**src/hdl/video_timing_pkg.sv**
```systemverilog
// beam raster widths and default totals, imported by the beam counter, the copper FSM and the top
package video_timing_pkg;

    // width of h and v beam positions
    // 11 bits covers totals up to 2047
    localparam int BEAM_W = 11;

    // default raster totals, 640x480 style
    // visible area plus blanking, in clocks and lines
    localparam int DEF_H_TOTAL = 800;
    localparam int DEF_V_TOTAL = 525;

endpackage

```
**src/hdl/beam_counter.sv**
```systemverilog
// beam raster position counter with a frame start pulse, used to pace the copper program
`timescale 1ns/1ns

module beam_counter
    import video_timing_pkg::*;
#(
    parameter int H_TOTAL = 800,
    parameter int V_TOTAL = 525
) (
    input  logic              clk,
    input  logic              rst_i,
    output logic [BEAM_W-1:0] h_pos_o,
    output logic [BEAM_W-1:0] v_pos_o,
    output logic              frame_start_o
);

    // last position of each axis before it wraps
    localparam logic [BEAM_W-1:0] H_LAST = BEAM_W'(H_TOTAL - 1);
    localparam logic [BEAM_W-1:0] V_LAST = BEAM_W'(V_TOTAL - 1);

    // h steps every clock
    // v steps when h wraps, wraps itself at the bottom of the frame
    always_ff @(posedge clk) begin
        if (rst_i) begin
            h_pos_o <= '0;
            v_pos_o <= '0;
        end else if (h_pos_o == H_LAST) begin
            h_pos_o <= '0;
            if (v_pos_o == V_LAST) begin
                v_pos_o <= '0;
            end else begin
                v_pos_o <= v_pos_o + 1'b1;
            end
        end else begin
            h_pos_o <= h_pos_o + 1'b1;
        end
    end

    // top-left corner of the raster
    // high for exactly one clock per frame once running,
    // and on the first clock out of reset
    assign frame_start_o = (h_pos_o == '0) && (v_pos_o == '0);

    // positions never leave the raster
    a_h_in_range: assert property (
        @(posedge clk) disable iff (rst_i) h_pos_o < H_TOTAL
    ) else $error("beam_counter: h_pos beyond H_TOTAL");

    a_v_in_range: assert property (
        @(posedge clk) disable iff (rst_i) v_pos_o < V_TOTAL
    ) else $error("beam_counter: v_pos beyond V_TOTAL");

endmodule

```
**config.mk**
```make
export PLATFORM = sky130hd
export DESIGN_NAME = beam_counter
export DESIGN_NICKNAME = d
export VERILOG_FILES = /design/src/hdl/video_timing_pkg.sv /design/src/hdl/beam_counter.sv
export SDC_FILE = /design/constraint.sdc
export NUM_CORES = 1
export LEC_CHECK = 0
export BUFFER_PORTS_ARGS = -buffer_cell sky130_fd_sc_hd__buf_2
export CORE_AREA = 2 2 57 48
export DETAILED_ROUTE_END_ITERATION = 8
export DIE_AREA = 0 0 59 50
export GPL_TIMING_DRIVEN = 0
export HOLD_SLACK_MARGIN = 0.12
export PLACE_DENSITY = 0.73
export SETUP_SLACK_MARGIN = 0.3
export SKIP_LAST_GASP = 1
export SLEW_MARGIN = 25
export SYNTH_ARGS = -nofsm -noshare
export SYNTH_HDL_FRONTEND = slang
export SYNTH_SLANG_ARGS = --single-unit
export TNS_END_PERCENT = 20
```
**constraint.sdc**
```tcl
create_clock -name clk -period 2.07 [get_ports clk]
set_input_delay 0.414 -clock clk [delete_from_list [all_inputs] [get_ports clk]]
set_output_delay 0.414 -clock clk [all_outputs]
set_load 0.005 [all_outputs]
```
# Yosys cells after proc, flatten, opt, wreduce, memory -nomap -nowiden
# Index checks and enable logic that the tools add are counted.
[word_totals] reg_bits=22 input_bits=2 out_inout_bits=23 wordCells=11
[op_classes] add_sub_neg=2 n_eq_ne=2 n_mux=1 n_reduce_logical=4
[op_table] op="$add A11 B1 Y11 const B" n=2
[op_table] op="$eq A11 B10 Y1 const B" n=2
[op_table] op="$logic_not A11 Y1" n=2
[op_table] op="$mux W11" n=1
[op_table] op="$reduce_or A2 Y1" n=1
[op_table] op="$logic_and A1 B1 Y1" n=1

# Logic depth before layout (Yosys ltp)
# Gate-level depths: netlist (run 1).
[logic_depth] depth_word=2 depth_mapped=6 depth_no_buf=6

# Worst setup path after synthesis (run 1)
# Ideal clock, no wire load.
[synth_timing] kind="register to output" start="register h_pos_o[5]" end="output port frame_start_o" arrival_ns=1.511 t_required_ns=1.656 slack_ns=0.145 path_stages_with_launch=4 path_buffers=0 path_cell_list="dfxtp_1 > or4_4 > or4_1 > nor3_1"
[synth_via] elab_chain_cells=2
[synth_rtl] item="start, declared" line_no="beam_counter.sv:12" source="output logic [BEAM_W-1:0] h_pos_o,"
[synth_rtl] item="start signal, assigned" line_no="beam_counter.sv:35" source="h_pos_o <= h_pos_o + 1'b1;"
[synth_rtl] item="$logic_not A11 Y1" line_no="beam_counter.sv:42" source="assign frame_start_o = (h_pos_o == '0) && (v_pos_o == '0);"
[synth_rtl] item="$logic_and A1 B1 Y1" line_no="beam_counter.sv:42"
[synth_rtl] item="end, declared" line_no="beam_counter.sv:14" source="output logic frame_start_o"
# Every way passes these cells.

# Worst setup path after layout (run 1)
[layout_timing] start="register h_pos_o[6]" end="output port frame_start_o"
# Same word-level chain as after synthesis.

==> results.cfg, run 1 <==
[clocking]
cts_htree_levels = 1
clock-sinks = 22
cts-root-buf = clkbuf_4
clk_latency_ps = 300
cts_buffers = 3
clk_pin_slew_ps = 120
ctsHoldBuffers = 0
cts_buffer_depth = 2
cts_tree = done

[cells_and_area]
final_cell_count_no_fill = 185
diodes = 0
syn_to_final_growth_pct = 19.6
drive_gt1_frac = 0.291
nets = 166
postLayoutCellArea_um2 = 1370
fillers = 227
finish.utilization = 0.582

[run_status]
status = finished, violations left
violations = negative setup slack

[synthesis]
synthAdderAreaFrac = 0.0436
synth_edf_count = 0
synth-xor-area-share = 0.0686
synthMuxAreaShare = 0
yosys.area_share.simple = 0.302
synth-async-reset-ratio = 0
ys_ff_latch = 22
yosys_warnings = 0
synth_top_family_by_area = simple AND/OR/NAND/NOR gates
syn_avg_cell_area_um2 = 8.97
ys_types = 42
syn_nets = 134
synth-compound-area-share = 0.175
synth_area_um2 = 1150
ys_seq_area_frac = 0.383
synth_ff_type = dfxtp_1
synthCells = 128

[route]
wl_per_cell_um = 14.1
drtAntennaViolNets = 0
vias = 1104
routed_wl_um = 2610
drt_iter0_drc = 38
vias_per_cell = 5.97
remaining_drc_errors = 0
drtPass1Iterations = 4

[floorplan]
die_y_um = 50
core_um2 = 2360
io_pins = 25
dieArea_um2 = 2950
rows = 16
start_util = 0.486
die_w_um = 59

[worst_hold_path]
hold_path_class = in -> reg

[critical_path]
worstSetupPathType = reg -> out
crit_chain = or4_4 -> or4_4 -> nor3_2 -> buf_2
setup.worst_path.start_class = flop
critPathSlowestCell = or4_4
critPathMostFrequentCell = or4_4
cp_max_fo = 2
critPathArrivalTime_ps = 1860
endpoint_kind = output pin
critPathMaxStageDelay_ps = 520
required_ps = 1660

[pwr]
vdd_ir_drop_max_uv = 320
p_leak_nw = 0.598
power_density_nw_per_um2 = 492
total_power_mw = 0.676

[timing]
finClkSkew_ps = 8.05
whs_ps = 463
finalCriticalPeriod_ps = 2270
maxSlewViolCount = 0
final.period_utilization = 1.10
tightest_slew_ps = 639
relSlewSlack = 0.571
fmax_mhz = 440
grt_setup_unrepaired = yes
setup_slack_ps = -201
tns_ps = -201
hold_viol = 0
setup_viol = 1

[run]
drv_cap = 0

[placement]
dp_slack_ps = 50.6
hpwl_um = 1900
gp_congestion = 0.840
placed_cells = 179
port_buffers = 24
post_dp_cell_area_um2 = 1310

[global_routing]
grt_pass1_vias = 976
grtUsageTotal = 0.187
overflow = 0
grt_pass1_wl_um = 4310
grt_max_degree = 12
antenna_found_initial = 0
placed cells by master (no fill, tap or decap), types with 2 or more instances in the layout:
cell type and count:
clkbuf_4 3, dfxtp_2 2, buf_2 25, xor2_1 7, ha_1 3, and2_1 3
dfxtp_1 19, nor2_1 12, nand2_1 9, nand3b_1 2, buf_4 3, xnor2_1 2
or4_4 2, nand3_1 4, inv_1 6, nand4_1 6, o211ai_1 2, o21ai_1 3
and3_1 6, a31oi_1 3, nor3_1 3, a21oi_1 4, o21ai_0 3
worst max-delay path: cells and delay by family (launching register included):
kind	cells	cell delay (ps)
and+or+nand+nor	3	1070
DFF	1	360
buffers and inverters	1	130
report_power, final:
part           leakage [nW]  internal [mW]  switching (mW)
combinational         0.404         0.0228          0.0292
clock                0.0138         0.0679           0.125
sequential            0.180          0.427         0.00427
sequential cells by signal, summed over array words and instances, names as in the netlist:
signal,count
h_pos_o,11
v_pos_o,11
layer usage:
| metal | part of all wire | global-route usage | up-vias | routed length [um] |
|---|---|---|---|---|
| met4 | 0.0046 | 0.0341 | 0 | 12 |
| met2 | 0.47 | 0.302 | 41 | 1220 |
| met5 | 0 | 0 | - | 0 |
| met1 | 0.46 | 0.245 | 519 | 1210 |
| met3 | 0.064 | 0.0577 | 2 | 166 |
| li1 | - | - | 542 | - |
what timing repair did:
action,in CTS,in global routing
gates resized for setup,5,3
buffers inserted,2,1
pin swaps,1,1
endpoints found under the setup margin,5,19
area by class of cell:
cell class	count	area (um2)	share of cell area
inverter	6	22.5	0.0164
tap	27	33.8	0.0246
clock buffer	3	22.5	0.0164
timing repair buffer	27	143	0.104
multi-input combinational	98	697	0.507
sequential	22	447	0.325
buffer	2	8.76	0.00638
path summary, 6_finish.rpt:
path                            slack, ps             to  cells past startpoint       start
worst min register to register        480     h_pos_o[0]                      1  h_pos_o[0]
worst max-delay path                 -200  frame_start_o                      4  h_pos_o[6]
worst max register to register        190     v_pos_o[9]                      6  v_pos_o[0]
worst min-delay path                  460     v_pos_o[2]                      4       rst_i
cells in the mapped netlist (4+ instances only):
| cell | count | area, um2 |
|---|---|---|
| dfxtp_1 | 22 | 440 |
| nor2_1 | 12 | 45.0 |
| nand2_1 | 9 | 33.8 |
| xor2_1 | 7 | 61.3 |
| and3_1 | 6 | 37.5 |
| inv_1 | 6 | 22.5 |
| nand4_1 | 6 | 37.5 |
| a21oi_1 | 4 | 20.0 |
| ha_1 | 4 | 50.1 |
| nand3_1 | 4 | 20.0 |
| nor3_1 | 4 | 20.0 |
kinds of logic after synthesis:
kind of cell,Yosys count
and+or+nand+nor,58
AOI/OAI and AO/OA,27
DFF,22
xor gates and xnor gates,9
buffers and inverters,8
adders and majority gates,4
Power figures use the tool's default switching activity.
==> run 2: changes to the inputs <==
Settings changed: BUFFER_PORTS_ARGS -buffer_cell sky130_fd_sc_hd__buf_2 to not set, DONT_BUFFER_PORTS set to 1, PLACE_DENSITY 0.73 to not set.
==> run 2 against run 1 <==
Net effect: combinational power down 16%; sequential power is essentially flat; clock power increased by 22%; largest cell class unchanged; highest routed layer unchanged; flip-flop and latch count stayed put; clock-buffer cell count rose by 1; worst setup slack about the same; cell count decreased by 12%; die area unchanged; register-to-register slack better by 40 ps; worst hold slack worse by 120 ps; the flow still finishes with violations (negative setup slack).
==> results.cfg, run 2 (synthesis gave the netlist of run 1 again) <==
[clocking]
cts-root-buf = clkbuf_4
cts_tree = done
cts_buffer_depth = 2
ctsHoldBuffers = 0
clock-sinks = 22
cts_htree_levels = 1
clk_pin_slew_ps = 120
cts_buffers = 3
clk_latency_ps = 300

[cells_and_area]
reg.largest.list = h_pos_o (11), v_pos_o (11)
finish.utilization = 0.563
diodes = 0
syn_to_final_growth_pct = 15.8
final_cell_count_no_fill = 163
nets = 143
layout_common_cells = dfxtp_1, nor2_1, nand2_1
final_common_cell = dfxtp_1
drive_gt1_frac = 0.235

[placement]
dp_slack_ps = 110
placed_cells = 155
gp_congestion = 0.827
port_buffers = 0
hpwl_um = 1920

[critical_path]
startpoint = h_pos_o[10]
required_ps = 1660
setup.worst_path.start_class = flop
critPathSlowestCell = or4_4
worstSetupPathType = reg -> out
critical_path_buf_inv_count = 0
reg2reg_from = h_pos_o[10]
crit_chain = or4_4 -> or4_1 -> nor3_2
endpoint_kind = output pin
cp_max_fo = 4
path_delay_family = simple AND/OR/NAND/NOR gates
critPathMaxStageDelay_ps = 580
critPathArrivalTime_ps = 1860

[pwr]
p_leak_nw = 0.506
pwr-share-comb = 0.061
total_power_mw = 0.713
power.switching_mw = 0.161
p_sw_frac = 0.226
power_density_nw_per_um2 = 536
p_int_mw = 0.551
clockPowerShare = 0.331
vdd_ir_drop_max_uv = 454
seqPwrFrac = 0.608

[timing]
setup_slack_ps = -201
hold_viol = 0
fmax_mhz = 440
finalCriticalPeriod_ps = 2270
setup_viol = 1
final.period_utilization = 1.10
maxSlewViolCount = 0
relSlewSlack = 0.609
grt_setup_unrepaired = yes
tightest_slew_ps = 584
whs_ps = 347
finClkSkew_ps = 4.39

[floorplan]
die_y_um = 50
rows = 16
dieArea_um2 = 2950
start_util = 0.486
die_w_um = 59
core_um2 = 2360
io_pins = 25

[run]
drv_cap = 0

[global_routing]
grtUsageTotal = 0.191
grt_pass1_wl_um = 4260
grt_pass1_vias = 853
grt_max_degree = 13
overflow = 0
antenna_found_initial = 0

[route]
routed_wl_um = 2670
vias = 998
drt_iter0_drc = 66
wl_per_cell_um = 16.4
vias_per_cell = 6.12
drtAntennaViolNets = 0
remaining_drc_errors = 0
drtPass1Iterations = 4

[worst_hold_path]
hold_path_class = in -> reg
holdCritStartpoint = rst_i

[run_status]
status = finished, violations left
violations = negative setup slack
[run 2: cell count changes in the layout (fill, tap and decap cells not counted), moves of 2 or more]
cell	previous run	this run
buf_2	25	1
dfxtp_1	19	15
dfxtp_2	2	5
ha_4	0	2
inv_1	6	4
inv_2	0	2
[run 2: cell type report]
cell class / count / area (um2)
multi-input cells: 98 / 744
repair buffers: 4 / 30.0
inverters: 6 / 22.5
clock buffers: 4 / 36.3
plain buffers: 2 / 8.76
fillers: 218 / 1030
well taps: 27 / 33.8
flip-flops and latches: 22 / 454
[run 2: power by group through the flow]
stage | Sequential (mW) | Clock (mW) | Combinational, mW
final | 0.433 | 0.236 | 0.0436
after global routing | 0.435 | 0.266 | 0.0497
after CTS | 0.434 | 0.250 | 0.0406
after detailed placement | 0.443 | 0 | 0.0402
after global placement | 0.443 | 0 | 0.0396
after floorplan | 0.442 | 0 | 0.0309
[run 2: worst paths after layout]
check                        to  slack (ps)  cells past startpoint
setup / recovery  frame_start_o        -200                      3
hold / removal       v_pos_o[1]         350                      3
setup reg to reg     v_pos_o[8]         230                      4
hold reg to reg      h_pos_o[0]         490                      1
[run 2: stage by stage]
stage / instance area, um2 / TNS [ps]
2_1_floorplan: 1150 / 0
3_3_place_gp: 1190 / 0
3_5_place_dp: 1190 / 0
4_1_cts: 1230 / -219
5_1_grt: 1330 / -256
6_report: 1330 / -201
[run 2: repair_timing]
action	4_1_cts	5_1_grt
endpoints found under the setup margin	7	20
setup buffers	0	4
cloned	0	0
resized for setup	3	18
pin swaps	0	3
[run 2: worst reg2reg max path, stage by stage, from the launching register on]
cell and delay, ps:
dfxtp_2 370, or4_4 580, o31ai_4 520, o21ai_1 130
o2bb2ai_1 140
[run 2: metal layers]
layer | up-vias | part of all wire | GRT usage
met2 | 38 | 0.41 | 0.254
met5 | - | 0 | 0
met1 | 461 | 0.49 | 0.287
li1 | 497 | - | -
met3 | 2 | 0.087 | 0.0840
met4 | 0 | 0.0056 | 0.0227
==> run 3: changes to the inputs <==
Settings changed: CTS_BUF_LIST set to sky130_fd_sc_hd__clkbuf_8.
==> run 3 against run 2 <==
Net effect: the run still ends with negative setup slack left; via count down 0.10%; worst hold slack better by 41 ps; sequential share of layout area down 0.41 points; flip-flop and latch count unchanged; sequential power about the same; clock power up 33%; non-clock buffer count down 1; first-iteration DRC count down 29%.
==> results.cfg, run 3 (synthesis gave the netlist of run 1 again) <==
[global_routing]
grt_pass1_vias = 870
grt_pass1_wl_um = 4370
overflow = 0
grtUsageTotal = 0.197
grt_max_degree = 13
antenna_found_initial = 0

[critical_path]
cp_max_fo = 4
endpoint = frame_start_o
critPathArrivalTime_ps = 1760
r2r-end = v_pos_o[8]
reg2reg_from = h_pos_o[10]
setup.worst_path.start_class = flop
r2r_setup_slack_ps = 130
startpoint = h_pos_o[10]
required_ps = 1660
rr_worst_depth = 5
endpoint_kind = output pin
worstSetupPathType = reg -> out

[route]
routed_wl_um = 2740
vias_per_cell = 6.15
wl_per_cell_um = 16.9
remaining_drc_errors = 0
drtAntennaViolNets = 0
drt_iter0_drc = 47
drtPass1Iterations = 4
vias = 997

[run_status]
violations = negative setup slack
status = finished, violations left

[floorplan]
core_um2 = 2360
rows = 16
start_util = 0.486
dieArea_um2 = 2950
io_pins = 25
die_y_um = 50
die_w_um = 59

[cells_and_area]
drive_gt1_frac = 0.237
multiInputGateArea_um2 = 754
seq_area_um2 = 457
nets = 142
layout_common_cells = dfxtp_1, nor2_1, nand2_1
postLayoutCellArea_um2 = 1350
fillers = 213
reg.largest.list = h_pos_o (11), v_pos_o (11)
final_common_cell = dfxtp_1
diodes = 0
finish.utilization = 0.573
syn_to_final_growth_pct = 17.9

[run]
drv_cap = 0

[pwr]
p_leak_nw = 0.505
power_density_nw_per_um2 = 586
vdd_ir_drop_max_uv = 389
total_power_mw = 0.794

[timing]
tightest_slew_ps = 561
fmax_mhz = 459
relSlewSlack = 0.624
finClkSkew_ps = 5.54
setup_viol = 1
whs_ps = 387
hold_viol = 0
grt_setup_unrepaired = yes
final.period_utilization = 1.05
setup_slack_ps = -108
maxSlewViolCount = 0
finalCriticalPeriod_ps = 2180

[placement]
post_dp_cell_area_um2 = 1190
hpwl_um = 1920
port_buffers = 0
gp_congestion = 0.827

[clocking]
cts_buffer_depth = 2
cts-root-buf = clkbuf_8
cts_tree = done
clk_latency_ps = 270
clock-sinks = 22
cts_htree_levels = 1
cts_buffers = 3
clk_pin_slew_ps = 80

[worst_hold_path]
hold_path_class = in -> reg
## run 3: final cells by class
type,instances,area share
plain buffers,2,0.00647
clock buffers,4,0.0407
inverters,6,0.0166
multi-input cells,98,0.557
flip-flops and latches,22,0.337
well taps,27,0.0250
repair buffers,3,0.0166
## run 3: worst min path at each step
stage | start | end | slack (ps) | depth (start not counted)
after floorplan | h_pos_o[0] | h_pos_o[0] | 450 | 1
after global placement | h_pos_o[0] | h_pos_o[0] | 470 | 1
after CTS | rst_i | v_pos_o[2] | 420 | 3
final | rst_i | v_pos_o[1] | 390 | 3
after detailed placement | h_pos_o[0] | h_pos_o[0] | 480 | 1
after global routing | rst_i | v_pos_o[1] | 410 | 3
## run 3: per-stage QoR
| step | TNS (ps) | instances | setup WS, ps |
|---|---|---|---|
| 2_1_floorplan | 0 | 128 | 190 |
| 3_3_place_gp | 0 | 155 | 114 |
| 3_5_place_dp | 0 | 155 | 110 |
| 4_1_cts | -181 | 160 | -181 |
| 5_1_grt | -135 | 162 | -135 |
| 6_report | -108 | 162 | -108 |
## run 3: worst max-delay path, cell delays in order, from the launching register on
cell and delay [ps]:
dfxtp_2 350, or4_4 550, or4_4 440, nor3_4 150
## run 3: what timing repair did
item | CTS | global route
pin swaps | 2 | 4
setup endpoints to repair | 7 | 19
setup buffers | 1 | 2
hold buffers | 0 | 0
gates resized for setup | 6 | 18
## run 3: routing by layer
layer / GRT usage / wire, um / vias up
met2: 0.257 / 1120 / 20
met5: 0 / 0 / -
li1: - / - / 492
met4: 0.0568 / 43 / 0
met1: 0.291 / 1430 / 480
met3: 0.0814 / 140 / 5
## run 3: power by group
| group | internal [mW] | switching [mW] | total (mW) |
|---|---|---|---|
| Clock | 0.170 | 0.144 | 0.314 |
| Combinational | 0.0204 | 0.0273 | 0.0476 |
| Sequential | 0.425 | 0.00702 | 0.432 |
