$ cat src/hdl/copper_pkg.sv
// copper instruction set, FSM states and field widths, imported by the copper engine and its testbench
package copper_pkg;

    // instruction and data word width
    localparam int WORD_W     = 16;
    // opcode sits in the upper field, argument below it
    localparam int OP_W       = 4;
    localparam int ARG_W      = 12;
    // register number of a MOVE, taken from the low argument bits
    localparam int REG_ADDR_W = 8;

    // opcodes, anything not listed behaves like OP_END
    typedef enum logic [OP_W-1:0] {
        OP_END   = 4'd0,
        OP_MOVE  = 4'd1,
        OP_WAITV = 4'd2,
        OP_WAITH = 4'd3,
        OP_JUMP  = 4'd4
    } copper_op_t;

    // sequencer states
    typedef enum logic [2:0] {
        ST_IDLE,
        ST_FETCH,
        ST_DECODE,
        ST_WAIT,
        ST_MOVE_DATA,
        ST_MOVE_WRITE,
        ST_HALT
    } copper_state_t;

    // power-up fill of program memory
    // WAITV for line 4095, which the beam never reaches,
    // so an unloaded program just sits there
    localparam logic [WORD_W-1:0] FILL_WORD = {OP_WAITV, {ARG_W{1'b1}}};

endpackage

$ cat src/hdl/video_timing_pkg.sv
// beam raster widths and default totals, imported by the beam counter, the copper FSM and the top
package video_timing_pkg;

    // width of h and v beam positions
    // 11 bits covers totals up to 2047
    localparam int BEAM_W = 11;

    // default raster totals, 640x480 style
    // visible area plus blanking, in clocks and lines
    localparam int DEF_H_TOTAL = 800;
    localparam int DEF_V_TOTAL = 525;

endpackage

$ cat src/hdl/copper_fsm.sv
// copper instruction sequencer, fetches from program RAM, waits on the beam and issues register writes
`timescale 1ns/1ns

module copper_fsm
    import copper_pkg::*, video_timing_pkg::*;
#(
    parameter int AWIDTH = 10
) (
    input  logic                  clk,
    input  logic                  rst_i,
    // level, low parks the engine in idle
    input  logic                  copper_en_i,
    input  logic                  frame_start_i,
    input  logic [BEAM_W-1:0]     h_pos_i,
    input  logic [BEAM_W-1:0]     v_pos_i,
    // program RAM fetch port
    output logic [AWIDTH-1:0]     mem_addr_o,
    input  logic [WORD_W-1:0]     mem_data_i,
    // video register write, addr and data valid with the strobe
    output logic                  reg_wr_o,
    output logic [REG_ADDR_W-1:0] reg_addr_o,
    output logic [WORD_W-1:0]     reg_data_o
);

    // control state
    copper_state_t         state_q;
    logic [AWIDTH-1:0]     pc_q;
    logic                  reg_wr_q;

    // current instruction and pending write payload
    copper_op_t            op_q;
    logic [ARG_W-1:0]      arg_q;
    logic [REG_ADDR_W-1:0] reg_addr_q;
    logic [WORD_W-1:0]     reg_data_q;

    // fields of the word coming back from RAM
    copper_op_t            dec_op;
    logic [ARG_W-1:0]      dec_arg;
    logic                  wait_done;

    assign dec_op  = copper_op_t'(mem_data_i[WORD_W-1 -: OP_W]);
    assign dec_arg = mem_data_i[ARG_W-1:0];

    // beam compare for the wait in progress
    // positions are zero extended to the argument width
    always_comb begin
        case (op_q)
            OP_WAITV: wait_done = (ARG_W'(v_pos_i) >= arg_q);
            OP_WAITH: wait_done = (ARG_W'(h_pos_i) >= arg_q);
            default:  wait_done = 1'b1;
        endcase
    end

    // sequencer
    // frame start restarts the program from word 0 whatever is running
    always_ff @(posedge clk) begin
        // strobe is a single clock unless set again below
        reg_wr_q <= 1'b0;
        if (rst_i) begin
            state_q <= ST_IDLE;
            pc_q    <= '0;
        end else if (!copper_en_i) begin
            state_q <= ST_IDLE;
        end else if (frame_start_i) begin
            state_q <= ST_FETCH;
            pc_q    <= '0;
        end else begin
            case (state_q)
                ST_IDLE: begin
                    // wait here for the next frame start
                    state_q <= ST_IDLE;
                end
                ST_FETCH: begin
                    // RAM sees pc this cycle, word is back in decode
                    pc_q    <= pc_q + 1'b1;
                    state_q <= ST_DECODE;
                end
                ST_DECODE: begin
                    case (dec_op)
                        OP_MOVE: begin
                            // pc already points at the data word
                            pc_q    <= pc_q + 1'b1;
                            state_q <= ST_MOVE_DATA;
                        end
                        OP_WAITV, OP_WAITH: state_q <= ST_WAIT;
                        OP_JUMP: begin
                            pc_q    <= dec_arg[AWIDTH-1:0];
                            state_q <= ST_FETCH;
                        end
                        // END and unknown opcodes stop until next frame
                        default: state_q <= ST_HALT;
                    endcase
                end
                ST_WAIT: begin
                    if (wait_done) begin
                        state_q <= ST_FETCH;
                    end
                end
                ST_MOVE_DATA: begin
                    // data word is on mem_data_i now
                    reg_wr_q <= 1'b1;
                    state_q  <= ST_MOVE_WRITE;
                end
                ST_MOVE_WRITE: state_q <= ST_FETCH;
                ST_HALT:       state_q <= ST_HALT;
                default:       state_q <= ST_IDLE;
            endcase
        end
    end

    // latch opcode and argument while decoding
    always_ff @(posedge clk) begin
        if (state_q == ST_DECODE) begin
            op_q  <= dec_op;
            arg_q <= dec_arg;
        end
    end

    // capture register number and data of a MOVE
    always_ff @(posedge clk) begin
        if (state_q == ST_MOVE_DATA) begin
            reg_addr_q <= arg_q[REG_ADDR_W-1:0];
            reg_data_q <= mem_data_i;
        end
    end

    assign mem_addr_o = pc_q;
    assign reg_wr_o   = reg_wr_q;
    assign reg_addr_o = reg_addr_q;
    assign reg_data_o = reg_data_q;

    // strobe only ever lines up with the write state
    a_wr_in_move: assert property (
        @(posedge clk) disable iff (rst_i) reg_wr_o |-> (state_q == ST_MOVE_WRITE)
    ) else $error("copper_fsm: reg_wr_o outside ST_MOVE_WRITE");

    // every MOVE writes once, never back to back
    a_wr_single: assert property (
        @(posedge clk) disable iff (rst_i) reg_wr_o |=> !reg_wr_o
    ) else $error("copper_fsm: reg_wr_o high two cycles in a row");

endmodule

$ cat config.mk
export PLATFORM = sky130hd
export DESIGN_NAME = copper_fsm
export DESIGN_NICKNAME = d
export VERILOG_FILES = /design/src/hdl/copper_pkg.sv /design/src/hdl/video_timing_pkg.sv /design/src/hdl/copper_fsm.sv
export SDC_FILE = /design/constraint.sdc
export NUM_CORES = 1
export LEC_CHECK = 0
export BUFFER_PORTS_ARGS = -buffer_cell sky130_fd_sc_hd__clkbuf_2
export CORE_MARGIN = 2
export CORE_UTILIZATION = 46
export CTS_CLUSTER_SIZE = 28
export DETAILED_ROUTE_END_ITERATION = 12
export PLACE_DENSITY = 0.75
export SYNTH_ARGS = -nofsm -noshare
export SYNTH_HDL_FRONTEND = slang
export SYNTH_SLANG_ARGS = --single-unit
$ cat constraint.sdc
create_clock -name clk -period 2 [get_ports clk]
set_input_delay 0.4 -clock clk [delete_from_list [all_inputs] [get_ports clk]]
set_output_delay 0.4 -clock clk [all_outputs]
set_load 0.005 [all_outputs]
# Yosys cells after proc, flatten, opt, wreduce, memory -nomap -nowiden
# Index checks and enable logic that the tools add are counted.
# classes
n_addsub,1
n_reduce_logical,5
bitwise,1
n_eq_ne,15
n_lt_le_gt_ge,2
n_mux,9
# ops
cell,count
one-hot mux 10 bit (2 select lines),2
greater-or-equal comparator 11 x 12 -> 1 bit,2
one-hot mux 3 bit (6 select lines),1
"equality test 4 x 2 -> 1 bit, second input constant",4
"adder 10 x 1 -> 10 bit, second input constant",1
2-to-1 mux 10 bit,1
"equality test 3 bit, second input constant",3
one-hot mux 3 bit (3 select lines),1
"equality test 3 x 2 -> 1 bit, second input constant",2
"equality test 4 x 1 -> 1 bit, second input constant",1
"equality test 4 x 3 -> 1 bit, second input constant",1
"inequality test 4 x 2 -> 1 bit, second input constant",1
OR reduction 2 bit,2
"equality test 3 x 1 -> 1 bit, second input constant",1
2-to-1 mux 3 bit,1
"inequality test 3 bit, second input constant",1
AND reduction 3 bit,1
nonzero test 3 bit,1
OR reduction 3 bit,1
2-to-1 mux 1 bit,2
"inequality test 2 bit, second input constant",1
one-hot mux 1 bit (2 select lines),1
NOT 1 bit,1
# totals
out_inout_bits,35
word_cells,41
inputBits,42
regBits,54

# Logic depth before layout (Yosys ltp)
# Gate-level depths: netlist (run 1).
# depth
ltp_word,5
mapped_depth,7
ltp_nobuf,7

# Least setup slack after synthesis (run 1)
# OpenSTA, ideal clock, no wires.
# synth_timing
kind,input-to-reg
from,input mem_data_i[15]
to,"register pc_q[0], in the netlist mem_addr_o[0]"
setup_slack_ns,0.052
cell_stages,5
path_buffers,0
required_ns,1.926
setup_ns,0.074
arrival_ns,1.874
cell_sequence,or4b_4 o31ai_4 o21ai_2 or4_1 a31oi_1
# synth_between
elab_chain_cells,4
word_cells_on_any_way,7
cone_classes,3 x eq/ne; 3 x mux; 1 x reduce/logical
# synth_rtl
element,line,text
start: declaration,copper_fsm.sv:18,"input logic [WORD_W-1:0] mem_data_i,"
equality test 4 x 3 -> 1 bit / equality test 4 x 1 -> 1 bit (equally long branches),copper_fsm.sv:79,case (dec_op)
one-hot mux 10 bit (2 select lines),copper_fsm.sv:79,
one-hot mux 10 bit (2 select lines),copper_fsm.sv:68,case (state_q)
2-to-1 mux 10 bit,copper_fsm.sv:64,end else if (frame_start_i) begin
end signal: assignment,copper_fsm.sv:75,pc_q <= pc_q + 1'b1;
end signal: assignment,copper_fsm.sv:82,pc_q <= pc_q + 1'b1;
end signal: assignment,copper_fsm.sv:87,pc_q <= dec_arg[AWIDTH-1:0];
end: declaration,copper_fsm.sv:27,logic [AWIDTH-1:0] pc_q;
# Several ways; a longest one is shown, not always the timed one.
# A chain may end at the register's enable or synchronous reset.

# Final worst setup path (run 1)
# layout_timing
from,register state_q[0]
to,"register pc_q[1], in the netlist mem_addr_o[1]"
# layout_between
elab_chain_cells,3
word_cells_on_any_way,7
cone_classes,3 x eq/ne; 2 x mux; 2 x reduce/logical
# layout_rtl
element,line,text
start: declaration,copper_fsm.sv:26,copper_state_t state_q;
start signal: assignment,copper_fsm.sv:60,state_q <= ST_IDLE;
start signal: assignment,copper_fsm.sv:63,state_q <= ST_IDLE;
start signal: assignment,copper_fsm.sv:65,state_q <= ST_FETCH;
equality test 3 x 2 -> 1 bit / equality test 3 x 1 -> 1 bit (equally long branches),copper_fsm.sv:68,
inequality test 4 x 2 -> 1 bit (no source line) (tied with other cells),n/a,
AND reduction 3 bit (no source line) / 2-to-1 mux 10 bit (equally long branches),n/a,
# Several ways; a longest one is shown, not always the timed one.

==> run summary, run 1 <==
Remaining antenna violation count - 0
Setup crit end kind - register
Grt ovf - 0
CTS tree - built
Seq cells post-synth - 54
Cell Rows - 27
DRC - 0
Die X-Extent - 78.9 um
Clock transition at path regs - 0.09 ns
Cells after DPL - 378
Placement Setup Slack - -0.0775 ns
Dominant synthesized flop cell - edfxtp_1
Seq/Total Area, Yosys - 0.573
Max clock buf depth - 2
DR WL/cell - 14.2 um
Vias - 2020
First-pass GRT wire length - 8920 um
Yosys warns - 0
First-pass DRT Iterations - 4
Final setup margin - 0.0557 ns
Cts hold-fix bufs - 0
Worst slew margin - 0.738
HPWL after detailed placement - 4380 um
Startpoint Class - register
Initial DRC Count - 86
Power Density - 628 nW/um^2
Fraction of layout cells with a size suffix above 1 - 0.354
Worst-path cell chain - or4b_4 -> o31ai_4 -> o21ai_2 -> buf_4 -> a2111oi_1 -> a31o_2
Setup CP Type - register to register
Vias in the first global route - 1969
CTS buffer count - 5
Num Clock Sinks - 54
Leading cell types by count after synthesis - edfxtp_1 (40), ha_1 (23), inv_1 (17)
Most frequent cell after synthesis - edfxtp_1
Worst path max stage delay - 0.55 ns
Post-synth EDFFs - 40
Root buffer cell - clkbuf_8
Area growth from synthesis to final layout - 27.4%
Total chip power - 2.07 mW
# fillers - 480
Tcrit/Tclk final - 0.972
Crit path time final - 1.94 ns
Endpoints failing hold - 0
Cell taking the most area after synthesis - edfxtp_1
Fmax - 0.514 GHz
Non-filler instance count after layout - 386
Post-synth top area share - 0.465
Initial Utilization - 0.472
Leak Pwr - 1.41 nW
Synth async-reset ratio - 0
Syn_nets - 280
Actual slew at the worst max-slew pin - 0.392 ns
Critical path data required time - 2.25 ns
Initial antenna violation count - 0
Syn Area/Cell - 12.0 um^2
Crit-path slowest cell - or4b_4
Vias per cell - 5.23
Final TNS setup - 0 ns
Core Box Area - 5470 um^2
Library cells used by synthesis - 40
Max VDD drop - 0.407 mV
Drt total wl - 5470 um
Top cells by area, synth - edfxtp_1 (46%), ha_1 (11%), dfxtp_1 (11%)
IO Port Bufs - 76
Final Setup Violations - 0
Final Core Density - 0.602
Max-cap check violation count - 0
Max FO, Critical Path - 5
Routability congestion estimate - 0.925
Clock skew - 0.00346 ns
Clock latency on the worst-skew pair - 0.30 ns
HP Class - input pin to register
Ant diodes - 0
Worst EP arrival - 2.20 ns
H-Tree Depth - 2
Status - complete, no violations
Setup Fix Bufs, Post-CTS - 0
Max Slew Vio Count - 0
GRT Overall Usage - 0.185
# IOs - 77
Final #Nets - 378
Mapped Cells - 215
Synthesized area - 2580 um^2
Largest net degree at the start of global routing - 18
Die footprint - 6230 um^2
Die H - 78.9 um
## worst max-delay path, delay by kind of cell (launching register included)
kind / cells / cell delay [ns]
buf+inv: 1 / 0.15
compound gates: 4 / 0.87
flops: 1 / 0.32
simple gates: 1 / 0.55
## cells in the final DEF, fill, tap and decap left out, drive strengths merged, types with 3 or more instances in the layout
cell type	netlist	routed
clkbuf	2	82
edfxtp	40	40
ha	23	23
buf	2	19
inv	17	17
a21oi	15	15
dfxtp	14	14
nand2	12	12
nor2	10	10
nand3	10	10
a21o	9	9
a31oi	5	5
nand2b	5	5
nor3	4	4
o32ai	4	4
or3	4	4
or3b	3	3
or4	3	3
nand4b	3	3
nor4	3	3
or2	3	3
o21ai	3	3
## layer usage
layer | up-vias | part of all wire | track usage
li1 | 1017 | - | -
met1 | 939 | 0.46 | 0.240
met2 | 55 | 0.47 | 0.307
met3 | 9 | 0.046 | 0.0261
met4 | 0 | 0.019 | 0.0862
met5 | - | 0 | 0
## final timing paths
| check | start | endpoint | slack (ns) | cells after the start |
|---|---|---|---|---|
| hold reg to reg | arg_q[4] | reg_addr_o[4] | 0.46 | 0 |
| setup reg to reg | state_q[0] | mem_addr_o[1] | 0.06 | 6 |
| setup / recovery | state_q[0] | mem_addr_o[1] | 0.06 | 6 |
| hold / removal | mem_data_i[11] | arg_q[11] | 0.29 | 1 |
## cell type report
cell class                 count  area, um^2  share of cell area
inverter                      17        63.8              0.0194
multi-input combinational    140        1020               0.311
tap                           72        90.1              0.0274
clock inverter                 2        37.5              0.0114
sequential                    54        1480               0.450
clock buffer                   6        72.6              0.0220
timing repair buffer          95         523               0.159
## what timing repair did
action	4_1_cts	5_1_grt
endpoints found under the hold margin	0	0
endpoints found under the setup margin	0	3
gates resized for setup	0	2
## report_power, final
group / internal [mW] / leakage (nW) / switching [mW]
registers: 1.20 / 0.473 / 0.00404
logic: 0.0784 / 0.883 / 0.0795
clock network: 0.373 / 0.0514 / 0.331
## cell families after synthesis
kind of cell	Yosys count	synth area share
AND/OR/NAND/NOR	68	0.147
flip-flops	54	0.573
AO/OA/AOI/OAI	48	0.133
adder cells (fa/ha/maj)	23	0.111
buffers and inverters	21	0.0315
XOR/XNOR	1	0.00339
## sequential cells by signal, summed over array words and instances, names as in the netlist
signal / cells
reg_data_o: 16
arg_q: 12
mem_addr_o: 10
reg_addr_o: 8
op_q: 4
state_q: 3
reg_wr_o: 1
## stage by stage
step	instance area (um^2)	hold slack, ns
3_3_place_gp	3180	0.432
2_1_floorplan	2580	0.426
4_1_cts	3290	0.279
3_5_place_dp	3180	0.436
6_report	3290	0.286
5_1_grt	3290	0.275
Note: power is estimated with default switching activity, not from simulation.
==> inputs of run 2 (changes only) <==
--- a/config.mk
+++ b/config.mk
@@ -5,12 +5,13 @@
 export SDC_FILE = /design/constraint.sdc
 export NUM_CORES = 1
 export LEC_CHECK = 0
+export ABC_AREA = 1
 export BUFFER_PORTS_ARGS = -buffer_cell sky130_fd_sc_hd__clkbuf_2
 export CORE_MARGIN = 2
-export CORE_UTILIZATION = 46
+export CORE_UTILIZATION = 47
 export CTS_CLUSTER_SIZE = 28
 export DETAILED_ROUTE_END_ITERATION = 12
-export PLACE_DENSITY = 0.75
+export PLACE_DENSITY = 0.76
 export SYNTH_ARGS = -nofsm -noshare
 export SYNTH_HDL_FRONTEND = slang
 export SYNTH_SLANG_ARGS = --single-unit
==> run 2 against run 1 <==
Against the previous run:
- hold slack got worse by 0.0018 ns
- core utilization fell by 2.5 points
- clock power fell by 17%
- synthesized area rose by 8.7%
- combinational power rose by 4%
- wire length rose by 1.4%
- fmax rose by 18%
- critical path depth rose by 1
- flip-flop and latch count did not move
- sequential power barely moved
- cell count rose by 20%
==> run summary, run 2 <==
Status - complete, no violations
Startpoint Class - register
Drt total wl - 5550 um (+1.4%)
Hold worst-path end - arg_q[11]
First-pass DRT Iterations - 4 (unchanged)
Num Clock Sinks - 54 (unchanged)
Vias per cell - 4.77 (-8.8%)
Setup CP Type - register to register
RSZ-0062 raised after global routing - no
Routability congestion estimate - 0.963 (+4.1%)
Final #Nets - 452 (+20%)
R2r setup slk - 0.36 ns (+0.30 ns)
Worst Hold Depth - 1 (unchanged)
Clock latency on the worst-skew pair - 0.30 ns (about the same)
CTS buffer count - 5 (unchanged)
Crit-path slowest cell - dfxtp_1
Seq/Total Area, Yosys - 0.528 (-0.0457)
Library cells used by synthesis - 32 (-20%)
Initial antenna violation count - 0 (unchanged)
Yosys warns - 0 (unchanged)
Synth async-reset ratio - 0 (unchanged)
R2r worst-path depth - 7 (+1)
Worst-path cell chain - nor3_4 -> nand2_2 -> clkinv_1 -> nand2_1 -> o21ai_1 -> a22oi_1 -> nor2_1
Leak Pwr - 1.58 nW (+12%)
Remaining antenna violation count - 0 (unchanged)
Max FO, Critical Path - 12 (+7)
Die footprint - 6610 um^2 (+6.0%)
Dominant synthesized flop cell - edfxtp_1
Leading cell types by count after synthesis - nand2_1 (66), inv_1 (49), nor2_1 (42)
Max-cap check violation count - 0 (unchanged)
Endpoints failing hold - 0 (unchanged)
Max reg flops - 16 (unchanged)
Clock skew - 0.00641 ns (+0.00295 ns)
Worst r2r src - state_q[0]
Most common cell after layout, fill and taps aside - clkbuf_2
Actual slew at the worst max-slew pin - 0.328 ns (-0.0643 ns)
Top cells by area, synth - edfxtp_1 (43%), ha_1 (10%), dfxtp_1 (10%)
First-pass GRT wire length - 9000 um (+0.85%)
Mapped Cells - 303 (+41%)
Hold_sp - mem_data_i[11]
Grt ovf - 0 (unchanged)
Final TNS setup - 0 ns (unchanged)
Max clock buf depth - 2 (unchanged)
Largest net degree at the start of global routing - 18 (unchanged)
Top delay family on crit path - flip-flops
Post-synth EDFFs - 40 (unchanged)
Synthesized area - 2810 um^2 (+8.7%)
Cts hold-fix bufs - 0 (unchanged)
Post-synth top area share - 0.428 (-0.0371)
Power Density - 581 nW/um^2 (-7.5%)
Clock transition at path regs - 0.09 ns (about the same)
GRT Overall Usage - 0.178 (-0.00715)
Die X-Extent - 81.3 um (+3.0%)
Initial Utilization - 0.480 (+0.00779)
H-Tree Depth - 2 (unchanged)
Vias - 2210 (+9.4%)
Final Setup Violations - 0 (unchanged)
Crit path time final - 1.64 ns (-0.300 ns)
# IOs - 77 (unchanged)
Worst slew margin - 0.780 (+0.0418)
Post_cts resized - 0 (unchanged)
Non-filler instance count after layout - 463 (+20%)
Worst path max stage delay - 0.51 ns (-0.04 ns)
Most frequent cell after synthesis - nand2_1
Worst EP arrival - 1.84 ns (-0.36 ns)
Final Core Density - 0.577 (-0.0245)
IO Port Bufs - 76 (unchanged)
Seq cells post-synth - 54 (unchanged)
Die H - 81.3 um (+3.0%)
Most frequent cells in the layout - clkbuf_2 (76), nand2_1 (66), inv_1 (49)
Cell Rows - 28 (+3.7%)
Vias in the first global route - 2071 (+5.2%)
CTS tree - built
Critical path data required time - 2.19 ns (-0.06 ns)
DR WL/cell - 12.0 um (-15%)
Tcrit/Tclk final - 0.822 (-0.150)
Fmax - 0.608 GHz (+18%)
Setup crit end kind - register
Critical R2R Capture - mem_addr_o[6]
Max VDD drop - 0.314 mV (-23%)
Cells after DPL - 455 (+20%)
HPWL after detailed placement - 4430 um (+1.3%)
Root buffer cell - clkbuf_8
HP Class - input pin to register
Syn_nets - 368 (+31%)
Fraction of layout cells with a size suffix above 1 - 0.247 (-0.106)
Area growth from synthesis to final layout - 20.2%
Core Box Area - 5850 um^2 (+6.9%)
Ant diodes - 0 (unchanged)
Cell taking the most area after synthesis - edfxtp_1
Setup Fix Bufs, Post-CTS - 0 (unchanged)
Initial DRC Count - 99 (+15%)
Syn Area/Cell - 9.27 um^2 (-23%)
Max Slew Vio Count - 0 (unchanged)
CP bufs+invs - 1 (unchanged)
DRC - 0 (unchanged)
run 2: logic make-up (layout without fill, tap and decap cells):
group	after synthesis	after routing	share of synthesized area
AO/OA/AOI/OAI	31	31	0.0633
XOR/XNOR	3	3	0.00936
adder cells (fa/ha/maj)	23	23	0.102
buffers and inverters	55	140	0.0807
flip-flops	54	54	0.528
AND/OR/NAND/NOR	137	137	0.217
run 2: worst max-delay path by stage:
stage / slack [ns] / end / startpoint / depth (start not counted)
6_report: 0.36 / mem_addr_o[6] / state_q[0] / 7
5_1_grt: 0.14 / mem_addr_o[6] / state_q[0] / 7
4_1_cts: 0.35 / mem_addr_o[6] / state_q[0] / 7
3_5_place_dp: 0.26 / mem_addr_o[4] / mem_data_i[15] / 10
3_3_place_gp: 0.29 / mem_addr_o[3] / mem_data_i[15] / 10
2_1_floorplan: 0.07 / reg_addr_o[0] / state_q[2] / 2
run 2: report_power, final:
part           total, mW  internal (mW)  switching (mW)
sequential          1.21           1.20         0.00736
combinational      0.165         0.0735          0.0912
clock              0.585          0.247           0.338
total               1.96           1.52           0.437
run 2: through the flow:
step           total power, mW  hold slack (ns)  cell area (um^2)  setup slack, ns
6_report                  1.96            0.284              3380            0.356
5_1_grt                   2.04            0.269              3380            0.138
4_1_cts                   1.98            0.272              3380            0.348
3_5_place_dp              1.40            0.436              3290            0.258
3_3_place_gp              1.40            0.433              3290            0.295
2_1_floorplan             1.32            0.426              2810           0.0691
run 2: area by class of cell:
type	count	area (um^2)
flip-flops and latches	54	1480
fillers	509	2470
clock buffers	6	72.6
well taps	75	93.8
multi-input cells	194	1100
clock inverters	2	15.0
repair buffers	80	410
inverters	52	200
run 2: metal layers:
metal,vias up,part of all wire,track usage
li1,1167,-,-
met1,964,0.46,0.239
met2,72,0.47,0.290
met3,7,0.056,0.0300
met4,0,0.013,0.0610
met5,-,0,0
run 2: worst reg2reg max path: stages (launching register included):
cell,delay (ns)
dfxtp_1,0.51
nor3_4,0.10
nand2_2,0.22
clkinv_1,0.30
nand2_1,0.13
o21ai_1,0.07
a22oi_1,0.17
nor2_1,0.05
